## src/hdl/ir_pkg.sv

```systemverilog
package ir_pkg;

    // ******************************
    // field and width types
    // ******************************

    // segment width in 1 us ticks, saturating.
    typedef logic [15:0] width_t;

    typedef logic [15:0] ir_addr_t;
    typedef logic [7:0]  ir_cmd_t;

    // repeat flag, address, command from the top bit down.
    typedef logic [24:0] ir_code_t;

    // ******************************
    // timing windows in ticks
    // ******************************

    localparam width_t LEADER_MARK_MIN  = 16'd8000;
    localparam width_t LEADER_MARK_MAX  = 16'd10000;
    localparam width_t LEADER_SPACE_MIN = 16'd4000;
    localparam width_t LEADER_SPACE_MAX = 16'd5000;
    localparam width_t REPEAT_SPACE_MIN = 16'd1900;
    localparam width_t REPEAT_SPACE_MAX = 16'd2600;
    localparam width_t BIT_MARK_MIN     = 16'd400;
    localparam width_t BIT_MARK_MAX     = 16'd750;
    localparam width_t ZERO_SPACE_MIN   = 16'd400;
    localparam width_t ZERO_SPACE_MAX   = 16'd750;
    localparam width_t ONE_SPACE_MIN    = 16'd1450;
    localparam width_t ONE_SPACE_MAX    = 16'd1950;

    // ******************************
    // frame and queue sizes
    // ******************************

    localparam int FRAME_BITS       = 32;
    localparam int QUEUE_DEPTH      = 4;
    localparam int CONSUMER_CREDITS = 2;

    localparam int BIT_CNT_W   = $clog2(FRAME_BITS + 1);
    localparam int QUEUE_PTR_W = $clog2(QUEUE_DEPTH);
    localparam int QUEUE_CNT_W = $clog2(QUEUE_DEPTH + 1);
    localparam int CREDIT_W    = $clog2(CONSUMER_CREDITS + 1);

    typedef enum logic [2:0] {
        idle,
        leader_space,
        bit_mark,
        bit_space,
        repeat_mark,
        stop_mark
    } dec_state_e;

endpackage

```

## src/hdl/ir_pulse_if.sv

```systemverilog
`timescale 1ns/1ps

interface ir_pulse_if;

    // one pulse per finished segment.
    logic valid;

    // line level of the segment, 0 is a mark.
    logic level;

    ir_pkg::width_t width;
    logic saturated;

    modport timer (
        output valid,
        output level,
        output width,
        output saturated
    );

    modport decoder (
        input valid,
        input level,
        input width,
        input saturated
    );

endinterface

```

## src/hdl/ir_code_queue.sv

```systemverilog
`timescale 1ns/1ps

module ir_code_queue (
    input  logic              clk_1us,
    input  logic              ir,
    input  logic              push,
    input  ir_pkg::ir_code_t  push_code,
    input  logic              credit_return,
    output logic              code_valid,
    output ir_pkg::ir_code_t  code,
    output logic              overrun
);

    ir_pkg::ir_code_t mem [ir_pkg::QUEUE_DEPTH];

    logic [ir_pkg::QUEUE_PTR_W-1:0] wr_ptr;
    logic [ir_pkg::QUEUE_PTR_W-1:0] rd_ptr;
    logic [ir_pkg::QUEUE_CNT_W-1:0] count;
    logic [ir_pkg::CREDIT_W-1:0]    credits;

    logic empty;
    logic full;
    logic do_write;
    logic do_pop;
    logic credit_max;

    assign empty      = count == '0;
    assign full       = count == ir_pkg::QUEUE_CNT_W'(ir_pkg::QUEUE_DEPTH);
    assign credit_max = credits == ir_pkg::CREDIT_W'(ir_pkg::CONSUMER_CREDITS);
    assign do_write   = push && !full;

    // head entry leaves as soon as a credit covers it.
    assign code_valid = !empty && (credits != '0);
    assign do_pop     = code_valid;
    assign code       = mem[rd_ptr];

    always_ff @(posedge clk_1us) begin
        if (do_write) begin
            mem[wr_ptr] <= push_code;
        end
    end

    // ******************************
    // pointers and occupancy
    // ******************************

    always_ff @(posedge clk_1us or negedge ir) begin
        if (!ir) begin
            wr_ptr <= '0;
            rd_ptr <= '0;
            count  <= '0;
        end else begin
            if (do_write) begin
                wr_ptr <= (wr_ptr == ir_pkg::QUEUE_PTR_W'(ir_pkg::QUEUE_DEPTH - 1)) ?
                          '0 : wr_ptr + 1'b1;
            end
            if (do_pop) begin
                rd_ptr <= (rd_ptr == ir_pkg::QUEUE_PTR_W'(ir_pkg::QUEUE_DEPTH - 1)) ?
                          '0 : rd_ptr + 1'b1;
            end
            case ({do_write, do_pop})
                2'b10:   count <= count + 1'b1;
                2'b01:   count <= count - 1'b1;
                default: count <= count;
            endcase
        end
    end

    // ******************************
    // credits and overrun
    // ******************************

    always_ff @(posedge clk_1us or negedge ir) begin
        if (!ir) begin
            credits <= ir_pkg::CREDIT_W'(ir_pkg::CONSUMER_CREDITS);
            overrun <= 1'b0;
        end else begin
            if (do_pop && !credit_return) begin
                credits <= credits - 1'b1;
            end else if (credit_return && !do_pop && !credit_max) begin
                credits <= credits + 1'b1;
            end
            // sticky until reset.
            if (push && full) begin
                overrun <= 1'b1;
            end
        end
    end

endmodule

```

## src/hdl/ir_pulse_timer.sv

```systemverilog
`timescale 1ns/1ps

module ir_pulse_timer (
    input  logic       clk_1us,
    input  logic       ir,
    input  logic       ir_rx,
    ir_pulse_if.timer  pulse
);

    // ******************************
    // synchronizer and edge detect
    // ******************************

    logic [1:0]     sync;
    logic           line_s;
    logic           line_d;
    logic           line_edge;
    ir_pkg::width_t width_cnt;
    logic           cnt_full;

    assign line_s    = sync[1];
    assign line_edge = line_s != line_d;
    assign cnt_full  = width_cnt == '1;

    // line idles high, so the flops start there.
    always_ff @(posedge clk_1us or negedge ir) begin
        if (!ir) begin
            sync   <= 2'b11;
            line_d <= 1'b1;
        end else begin
            sync   <= {sync[0], ir_rx};
            line_d <= line_s;
        end
    end

    // ******************************
    // width counter
    // ******************************

    // the edge cycle is the first tick of the next segment.
    always_ff @(posedge clk_1us or negedge ir) begin
        if (!ir) begin
            width_cnt <= '0;
        end else if (line_edge) begin
            width_cnt <= ir_pkg::width_t'(1);
        end else if (!cnt_full) begin
            width_cnt <= width_cnt + 1'b1;
        end
    end

    // ******************************
    // event register
    // ******************************

    always_ff @(posedge clk_1us or negedge ir) begin
        if (!ir) begin
            pulse.valid <= 1'b0;
        end else begin
            pulse.valid <= line_edge;
        end
    end

    // level before the edge is the level of the segment that ended.
    always_ff @(posedge clk_1us) begin
        if (line_edge) begin
            pulse.level     <= line_d;
            pulse.width     <= width_cnt;
            pulse.saturated <= cnt_full;
        end
    end

endmodule

```

## src/hdl/ir_rx_top.sv

```systemverilog
`timescale 1ns/1ps

module ir_rx_top (
    input  logic              clk_1us,
    input  logic              ir,
    input  logic              ir_rx,
    input  logic              credit_return,
    output logic              code_valid,
    output ir_pkg::ir_code_t  code,
    output logic              overrun
);

    logic             push;
    ir_pkg::ir_code_t push_code;

    // measured segments, timer to decoder.
    ir_pulse_if pulse_bus ();

    ir_pulse_timer u_pulse_timer (
        .clk_1us (clk_1us),
        .ir      (ir),
        .ir_rx   (ir_rx),
        .pulse   (pulse_bus.timer)
    );

    nec_frame_decoder u_frame_decoder (
        .clk_1us   (clk_1us),
        .ir        (ir),
        .pulse     (pulse_bus.decoder),
        .push      (push),
        .push_code (push_code)
    );

    ir_code_queue u_code_queue (
        .clk_1us       (clk_1us),
        .ir            (ir),
        .push          (push),
        .push_code     (push_code),
        .credit_return (credit_return),
        .code_valid    (code_valid),
        .code          (code),
        .overrun       (overrun)
    );

endmodule

```

## src/hdl/nec_frame_decoder.sv

```systemverilog
`timescale 1ns/1ps

module nec_frame_decoder (
    input  logic              clk_1us,
    input  logic              ir,
    ir_pulse_if.decoder       pulse,
    output logic              push,
    output ir_pkg::ir_code_t  push_code
);

    ir_pkg::dec_state_e state;

    logic [ir_pkg::BIT_CNT_W-1:0]  bit_cnt;
    logic [ir_pkg::FRAME_BITS-1:0] shift_reg;
    logic [ir_pkg::FRAME_BITS-1:0] shift_next;

    logic have_last;
    ir_pkg::ir_addr_t last_addr;
    ir_pkg::ir_cmd_t  last_cmd;

    logic is_mark;
    logic is_space;
    logic leader_mark;
    logic bit_mark_ok;
    logic zero_space;
    logic one_space;
    logic leader_gap;
    logic repeat_gap;
    logic bit_taken;
    logic last_bit;
    logic inverse_ok;
    logic frame_ok;
    logic repeat_hit;

    function automatic logic in_win(
        input ir_pkg::width_t w,
        input ir_pkg::width_t lo,
        input ir_pkg::width_t hi
    );
        return (w >= lo) && (w <= hi);
    endfunction

    // ******************************
    // event classification
    // ******************************

    // a saturated segment never matches a window.
    assign is_mark  = pulse.valid && !pulse.level && !pulse.saturated;
    assign is_space = pulse.valid && pulse.level && !pulse.saturated;

    assign leader_mark = is_mark &&
        in_win(pulse.width, ir_pkg::LEADER_MARK_MIN, ir_pkg::LEADER_MARK_MAX);
    assign bit_mark_ok = is_mark &&
        in_win(pulse.width, ir_pkg::BIT_MARK_MIN, ir_pkg::BIT_MARK_MAX);
    assign zero_space  = is_space &&
        in_win(pulse.width, ir_pkg::ZERO_SPACE_MIN, ir_pkg::ZERO_SPACE_MAX);
    assign one_space   = is_space &&
        in_win(pulse.width, ir_pkg::ONE_SPACE_MIN, ir_pkg::ONE_SPACE_MAX);
    assign leader_gap  = is_space &&
        in_win(pulse.width, ir_pkg::LEADER_SPACE_MIN, ir_pkg::LEADER_SPACE_MAX);
    assign repeat_gap  = is_space &&
        in_win(pulse.width, ir_pkg::REPEAT_SPACE_MIN, ir_pkg::REPEAT_SPACE_MAX);

    // lsb first, so new bits come in at the top.
    assign shift_next = {one_space, shift_reg[ir_pkg::FRAME_BITS-1:1]};

    assign bit_taken  = (state == ir_pkg::bit_space) && (zero_space || one_space);
    assign last_bit   = bit_cnt == ir_pkg::BIT_CNT_W'(ir_pkg::FRAME_BITS - 1);
    assign inverse_ok = shift_next[31:24] == ~shift_next[23:16];
    assign frame_ok   = bit_taken && last_bit && inverse_ok;
    assign repeat_hit = (state == ir_pkg::leader_space) && repeat_gap;

    // ******************************
    // state machine
    // ******************************

    always_ff @(posedge clk_1us or negedge ir) begin
        if (!ir) begin
            state     <= ir_pkg::idle;
            bit_cnt   <= '0;
            have_last <= 1'b0;
            push      <= 1'b0;
        end else begin
            push <= frame_ok || (repeat_hit && have_last);
            if (frame_ok) begin
                have_last <= 1'b1;
            end
            if (pulse.valid) begin
                if (leader_mark) begin
                    // a fresh leader restarts from any state.
                    state <= ir_pkg::leader_space;
                end else begin
                    case (state)
                        ir_pkg::leader_space: begin
                            if (leader_gap) begin
                                state   <= ir_pkg::bit_mark;
                                bit_cnt <= '0;
                            end else if (repeat_gap) begin
                                state <= ir_pkg::repeat_mark;
                            end else begin
                                state <= ir_pkg::idle;
                            end
                        end
                        ir_pkg::bit_mark: begin
                            state <= bit_mark_ok ? ir_pkg::bit_space : ir_pkg::idle;
                        end
                        ir_pkg::bit_space: begin
                            if (bit_taken) begin
                                bit_cnt <= bit_cnt + 1'b1;
                                state   <= last_bit ? ir_pkg::stop_mark : ir_pkg::bit_mark;
                            end else begin
                                state <= ir_pkg::idle;
                            end
                        end
                        // trailing mark just closes the sequence.
                        default: begin
                            state <= ir_pkg::idle;
                        end
                    endcase
                end
            end
        end
    end

    // ******************************
    // data path
    // ******************************

    always_ff @(posedge clk_1us) begin
        if (bit_taken) begin
            shift_reg <= shift_next;
        end
        if (frame_ok) begin
            last_addr <= shift_next[15:0];
            last_cmd  <= shift_next[23:16];
            push_code <= {1'b0, shift_next[15:0], shift_next[23:16]};
        end else if (repeat_hit) begin
            push_code <= {1'b1, last_addr, last_cmd};
        end
    end

endmodule

```

## config.mk

```make
export PLATFORM = sky130hd
export DESIGN_NAME = ir_rx_top
export DESIGN_NICKNAME = d
export VERILOG_FILES = /design/src/hdl/ir_pkg.sv /design/src/hdl/ir_pulse_if.sv /design/src/hdl/ir_code_queue.sv /design/src/hdl/ir_pulse_timer.sv /design/src/hdl/ir_rx_top.sv /design/src/hdl/nec_frame_decoder.sv
export SDC_FILE = /design/constraint.sdc
export NUM_CORES = 1
export LEC_CHECK = 0
export BUFFER_PORTS_ARGS = -buffer_cell sky130_fd_sc_hd__buf_4
export CORE_MARGIN = 2
export CORE_UTILIZATION = 45
export DETAILED_ROUTE_END_ITERATION = 6
export GPL_ROUTABILITY_DRIVEN = 0
export SYNTH_ARGS = -nofsm -noshare
export SYNTH_HDL_FRONTEND = slang
export SYNTH_SLANG_ARGS = --single-unit
```

## constraint.sdc

```tcl
create_clock -name clk_1us -period 4.1 [get_ports clk_1us]
set_input_delay 0 -clock clk_1us [delete_from_list [all_inputs] [get_ports clk_1us]]
set_output_delay 0 -clock clk_1us [all_outputs]
set_load 0.02 [all_outputs]
```

# [After elaboration in Yosys (flattened, before gate mapping)]
# Memory sizes are Yosys's and may differ from the RTL's.
# Index checks and enable logic that the tools add are counted.
# Widths: inputs -> output; s select.
[op_classes] n_addsub=8 mul=0 div=0 order_cmp=10 n_eq_ne=16 shift=0 muxes=21 n_bitwise=2 reduce_logical=42
[ops] operator="$mux 24" n=2
[ops] operator="$ge 16x11->1 const B" n=2
[ops] operator="$mux 16" n=2
[ops] operator="$logic_and 1x1->1" n=26
[ops] operator="$add 16x1->16 const B" n=1
[ops] operator="$eq 16x16->1 const B" n=1
[ops] operator="$ge 16x12->1 const B" n=1
[ops] operator="$ge 16x13->1 const B" n=1
[ops] operator="$ge 16x9->1 const B" n=1
[ops] operator="$le 16x10->1 const B" n=1
[ops] operator="$le 16x11->1 const B" n=1
[ops] operator="$le 16x12->1 const B" n=1
[ops] operator="$le 16x13->1 const B" n=1
[ops] operator="$le 16x14->1 const B" n=1
[ops] operator="$mux 3" n=5
[ops] operator="$mux 6" n=2
[ops] operator="$pmux 6 s2" n=1
[ops] operator="$mux 2" n=5
[ops] operator="$reduce_bool 2->1" n=5
[ops] operator="$pmux 3 s3" n=1
[ops] operator="$eq 2x2->1 const B" n=4
[ops] operator="$eq 8x8->1" n=1
[ops] operator="$not 8->8" n=1
[ops] operator="$logic_not 1->1" n=7
[ops] operator="18 further kinds" n=25
[word_totals] reg_bits=140 latchBits=0 ram_bits=100 romBits=0 output_inout_bits=27 n_memories=1
[mem_list] memory="u_code_queue.mem" depth=4 width=25 rd=1 rd_ports_with_merged_regs=0 write_ports=1 line="ir_code_queue.sv:14" source="ir_pkg::ir_code_t mem [ir_pkg::QUEUE_DEPTH];"

# [Logic depth before layout (Yosys ltp)]
[depth] word_depth=8 ltp_mapped=10 ltp_nobuf=10

# [Cells and area by module]
# Synthesis repeated with hierarchy kept, for this count alone.
[hier_totals] cells_unflattened=543 hier_area_um2=9708.1
[modules_own_cells] module="ir_code_queue" instances=1 cells_per_inst=182 area_per_inst_um2=4244.1 seq_area_each_um2=3254.4
[modules_own_cells] module="nec_frame_decoder" instances=1 cells_per_inst=252 area_per_inst_um2=3936.3 seq_area_each_um2=2667.6
[modules_own_cells] module="ir_pulse_timer" instances=1 cells_per_inst=109 area_per_inst_um2=1527.7 seq_area_each_um2=1044.8

# [Least setup slack after synthesis]
# Ideal clock, no wire load.
[synth_path] kind="reg-to-reg" start="register u_pulse_timer.pulse.width[13]" end="register u_frame_decoder.push_code[0], enable pin" setup_ns=0.408 arrival_time_ns=2.946 required_ns=3.692 slack_ns=0.746 path_stages_with_launch=7 n_path_buf=1 synth_period_minus_slack_ns=3.354 path_cell_list="edfxtp_1 > or3_1 > buf_2 > or4_4 > a221oi_4 > mux2i_2 > o21ai_1"
[synth_between] elab_chain_cells=8 word_cells_on_any_way=19
[synth_rtl] item="start: declaration" line="ir_pulse_if.sv:17" source="output width,"
[synth_rtl] item="start signal: assignment" line="ir_pulse_timer.sv:67" source="pulse.width <= width_cnt;"
[synth_rtl] item="$ge 16x11->1 / $le 16x11->1 (equally long branches)" line="nec_frame_decoder.sv:40" source="return (w >= lo) && (w <= hi);"
[synth_rtl] item="$logic_and 1x1->1 (*)" line="nec_frame_decoder.sv:40"
[synth_rtl] item="$logic_and 1x1->1 (*)" line="nec_frame_decoder.sv:57" source="assign one_space = is_space &&"
[synth_rtl] item="named net u_frame_decoder.one_space" line="nec_frame_decoder.sv:26" source="logic one_space;"
[synth_rtl] item="branches (longest 3 deep; another with $eq 8x8->1)"
[synth_rtl] item="$logic_and 1x1->1 (*)" line="nec_frame_decoder.sv:70" source="assign frame_ok = bit_taken && last_bit && inverse_ok;"
[synth_rtl] item="$reduce_bool 2->1 (no source line) (*)"
[synth_rtl] item="end signal: assignment" line="nec_frame_decoder.sv:136" source="push_code <= {1'b0, shift_next[15:0], shift_next[23:16]};"
[synth_rtl] item="end signal: assignment" line="nec_frame_decoder.sv:138" source="push_code <= {1'b1, last_addr, last_cmd};"
[synth_rtl] item="end: declaration" line="nec_frame_decoder.sv:8" source="output ir_pkg::ir_code_t push_code"
# Mark *: on every way through the listed nets, which the timed path passes.
# A chain may end at the register's enable or synchronous reset.

# [Worst setup path after layout]
[layout_path] start="register u_pulse_timer.pulse.width[9]" end="register u_frame_decoder.push_code[22] (data pin)"
[layout_between] elab_chain_cells=8 word_cells_on_any_way=14
[layout_rtl] item="branches (longest 6 deep; another with $ge 16x11->1)"
[layout_rtl] item="$logic_and 1x1->1 (*)" line="nec_frame_decoder.sv:70"
[layout_rtl] item="$mux 24 (*)" line="nec_frame_decoder.sv:133" source="if (frame_ok) begin"
# Every way passes the cells marked *.

==> summary.md <==
| Metric | Value |
|---|---|
| Status | finished with violations |
| Violated checks | hold timing |
| Crit Path Class | reg -> reg |
| Die area | 24000 sq um |
| Met3 WL | 944 microns |
| Total GRT Usage | 16.5% |
| Slew Limit Fails | 0 |
| Share of layout cells above drive strength 1 | 16.8% |
| Post-Syn Area | 10200 sq um |
| Least-Margin Pin Slew | 1.21 ns |
| Buf+Inv Stages, Crit Path | 0 |
| Dpl ws | 1.18 ns |
| Clock power share | 42.8% |
| Initial drt markers | 517 |
| CTS Sinks | 239 |
| WP data required | 4.47 ns |
| WL met1 | 8550 microns |
| Final worst-path cycle share | 72.6% |
| Post-synth EDFFs | 197 |
| WP data arrival | 3.35 ns |
| Gr ovfl total | 0 |
| Switch Pwr | 1.02 mW |
| Worst Slack Setup Final | 1.13 ns |
| Pwr dens | 427 nW/um^2 |
| Synthesis-to-finish area growth | 13.3% |
| Ant diodes | 0 |
| CTS tree | built |
| Area fraction of the dominant cell type after synthesis | 57.8% |
| Skew final | 0.00978 ns |
| Number of global-route vias before repair | 6021 |
| Average size of a mapped cell | 14.7 sq um |
| Crit path time final | 2.97 ns |
| Combinational power share | 2.4% |
| P_int | 3.93 mW |
| WHS | -0.000213 ns |
| Cell with the most instances after synthesis | edfxtp_1 |
| Detailed Route WL | 19700 microns |
| Synth Warn # | 0 |
| CP endpoint kind | flop |
| Row count | 55 |
| Top post-synthesis cells by area | edfxtp_1 58%, dfrtp_1 9.1%, mux4_2 5.5% |
| Hold/Removal Path Class | in -> async |
| Worst stage delay on the critical path | 0.90 ns |
| Async set-reset flop share out of synthesis | 17.2% |
| Top Metal Used | met4 |
| Largest net degree at the start of global routing | 42 |
| Starting Density | 45.5% |
| Post-synth top cells | 197 x edfxtp_1, 58 x nand3_1, 40 x inv_1 |
| Initial antenna violation count | 0 |
| Mapped Cells | 698 |
| Setup crit start kind | flop |
| Post-synth top flop | edfxtp_1 |
| Root Buffer | clkbuf_16 |
| Fin. Hold Viols | 1 |
| Setup TNS | 0 ns |
| CTS Buf Count | 25 |
| Leakage | 3.93 nW |
| CP Cell Sequence | nand4_1 -> nor3_1 -> or3_1 -> o211ai_1 -> nand3_1 |
| Final setup fails | 0 |
| Vert. Die Dim | 155 microns |
| Met2 Wirelength | 9850 microns |
| Design area | 11600 sq um |
| RSZ-0062 raised after global routing | no |
| Routed WL per cell | 19.0 microns |
| Post-CTS setup buffer count | 0 |
| Vias | 6102 |
| Maximum net fanout on the critical path | 23 |
| CP top delay family | simple AND/OR/NAND/NOR gates |
| Nets | 744 |
| Core Area | 22500 sq um |
| Final HPWL DP | 12000 microns |
| Synth Register Bits | 239 |
| Placed Area | 10800 sq um |
| Register share of total power | 54.8% |
| # DRC | 0 |
| Seq/Total Area, Yosys | 68.1% |
| Drt pass-1 iters | 5 |
| Synth area leader | edfxtp_1 |
| Number of flip-flops under the largest register name | 100 |
| I/O Pins | 31 |
| CTS H-Tree Depth | 1 |
| Drt via density | 5.90 |
| Sw Share | 20.6% |
| FMAX | 336 MHz |
| Clk Latency, worst-skew pair | 0.52 ns |
| ANT nets after route | 0 |
| I/O Buffers | 30 |
| CP max stage cell | nor3_1 |
| Worst vdd ir | 249 uV |
| Max Buffers Root-to-Sink | 3 |
| Number of distinct library cells after synthesis | 70 |
| Max_slew headroom | 18.6% |
| Die Wd | 155 microns |
| First-pass GRT wire length | 32000 microns |
| Syn_nets | 711 |
| Max-Cap Viols | 0 |
| Worst-path clk slew | 0.06 ns |
metrics by stage:
step           instances  total power [mW]  util [%]  hold slack (ns)
2_1_floorplan        698              2.83         -           -0.296
3_3_place_gp         986              2.87      47.9          0.00106
3_5_place_dp         986              2.88      47.9          0.00993
4_1_cts             1034              5.00      51.5           0.0339
5_1_grt             1034              5.12      51.5           0.0732
6_report            1034              4.95      51.5        -0.000213
power by group through the flow:
stage | sequential [mW] | clock [mW] | combinational (mW)
final | 2.71 | 2.12 | 0.119
after global routing | 2.72 | 2.27 | 0.135
after CTS | 2.71 | 2.17 | 0.121
after detailed placement | 2.76 | 0 | 0.117
after global placement | 2.76 | 0 | 0.112
after floorplan | 2.73 | 0 | 0.0983
timing repair:
| action | in CTS | in global routing |
|---|---|---|
| setup endpoints to repair | 0 | 0 |
| endpoints found under the hold margin | 44 | 0 |
| hold buffers | 3 | 0 |
| resized for setup | 0 | 0 |
logic make-up (layout without fill, tap and decap cells):
group,count (synthesis),after routing,synth area share (%)
buffers and inverters,83,134,3.25
multiplexers,33,33,6.32
adder cells (fa/ha/maj),9,9,1.17
AO/OA/AOI/OAI,124,124,9.25
XOR/XNOR,24,24,2.05
flip-flops,239,239,68.1
AND/OR/NAND/NOR,186,186,9.85
routing by layer:
metal / vias to the layer above / global-route usage, %
met5: - / 0
met4: 0 / 4.81
met3: 31 / 2.47
met2: 202 / 28.9
met1: 3050 / 21.5
li1: 2819 / -
worst paths after layout:
check / start / end / slack [ns] / cells past startpoint
setup / recovery: u_pulse_timer.pulse.width[9] / u_frame_decoder.push_code[22] / 1.13 / 5
min in group clk_1us: ir_rx / u_pulse_timer.sync[0] / 0.13 / 2
setup reg to reg: u_pulse_timer.pulse.width[9] / u_frame_decoder.push_code[22] / 1.13 / 5
hold / removal: ir / u_code_queue.rd_ptr[1] / -0.0002 / 2
max in group asynchronous: ir / u_frame_decoder.state[1] / 3.71 / 2
hold reg to reg: u_pulse_timer.sync[0] / u_pulse_timer.sync[1] / 0.36 / 0
cells in the final DEF (no fill, tap or decap), drive strengths merged, types with 3 or more instances in the layout:
cell type      n
and2           4
xnor2         16
or4            3
nor2b          4
o31ai          3
dlygate4sd3    3
clkinv         6
mux4          25
o211ai        27
clkbuf        35
o21ai          9
or3            7
nor4           3
nand2         24
inv           42
nand3         58
and3           7
a31oi         26
dfrtp         37
a21oi          5
nand3b         4
mux2i          8
a211oi         5
and4           3
xor2           8
ha             8
buf           46
nand2b         6
a41oi         24
edfxtp       197
o22ai          5
nand4         11
dfstp          4
nor2          27
nor3          15
final cells by class:
type                    instances  area [sq um]
inverters                      40           150
fillers                      1843         10900
repair buffers                 49           375
flip-flops and latches        239          6970
clock buffers                  35           683
well taps                     285           357
multi-input cells             376          2970
clock inverters                10          87.6
Note: power is estimated with default switching activity, not from simulation.
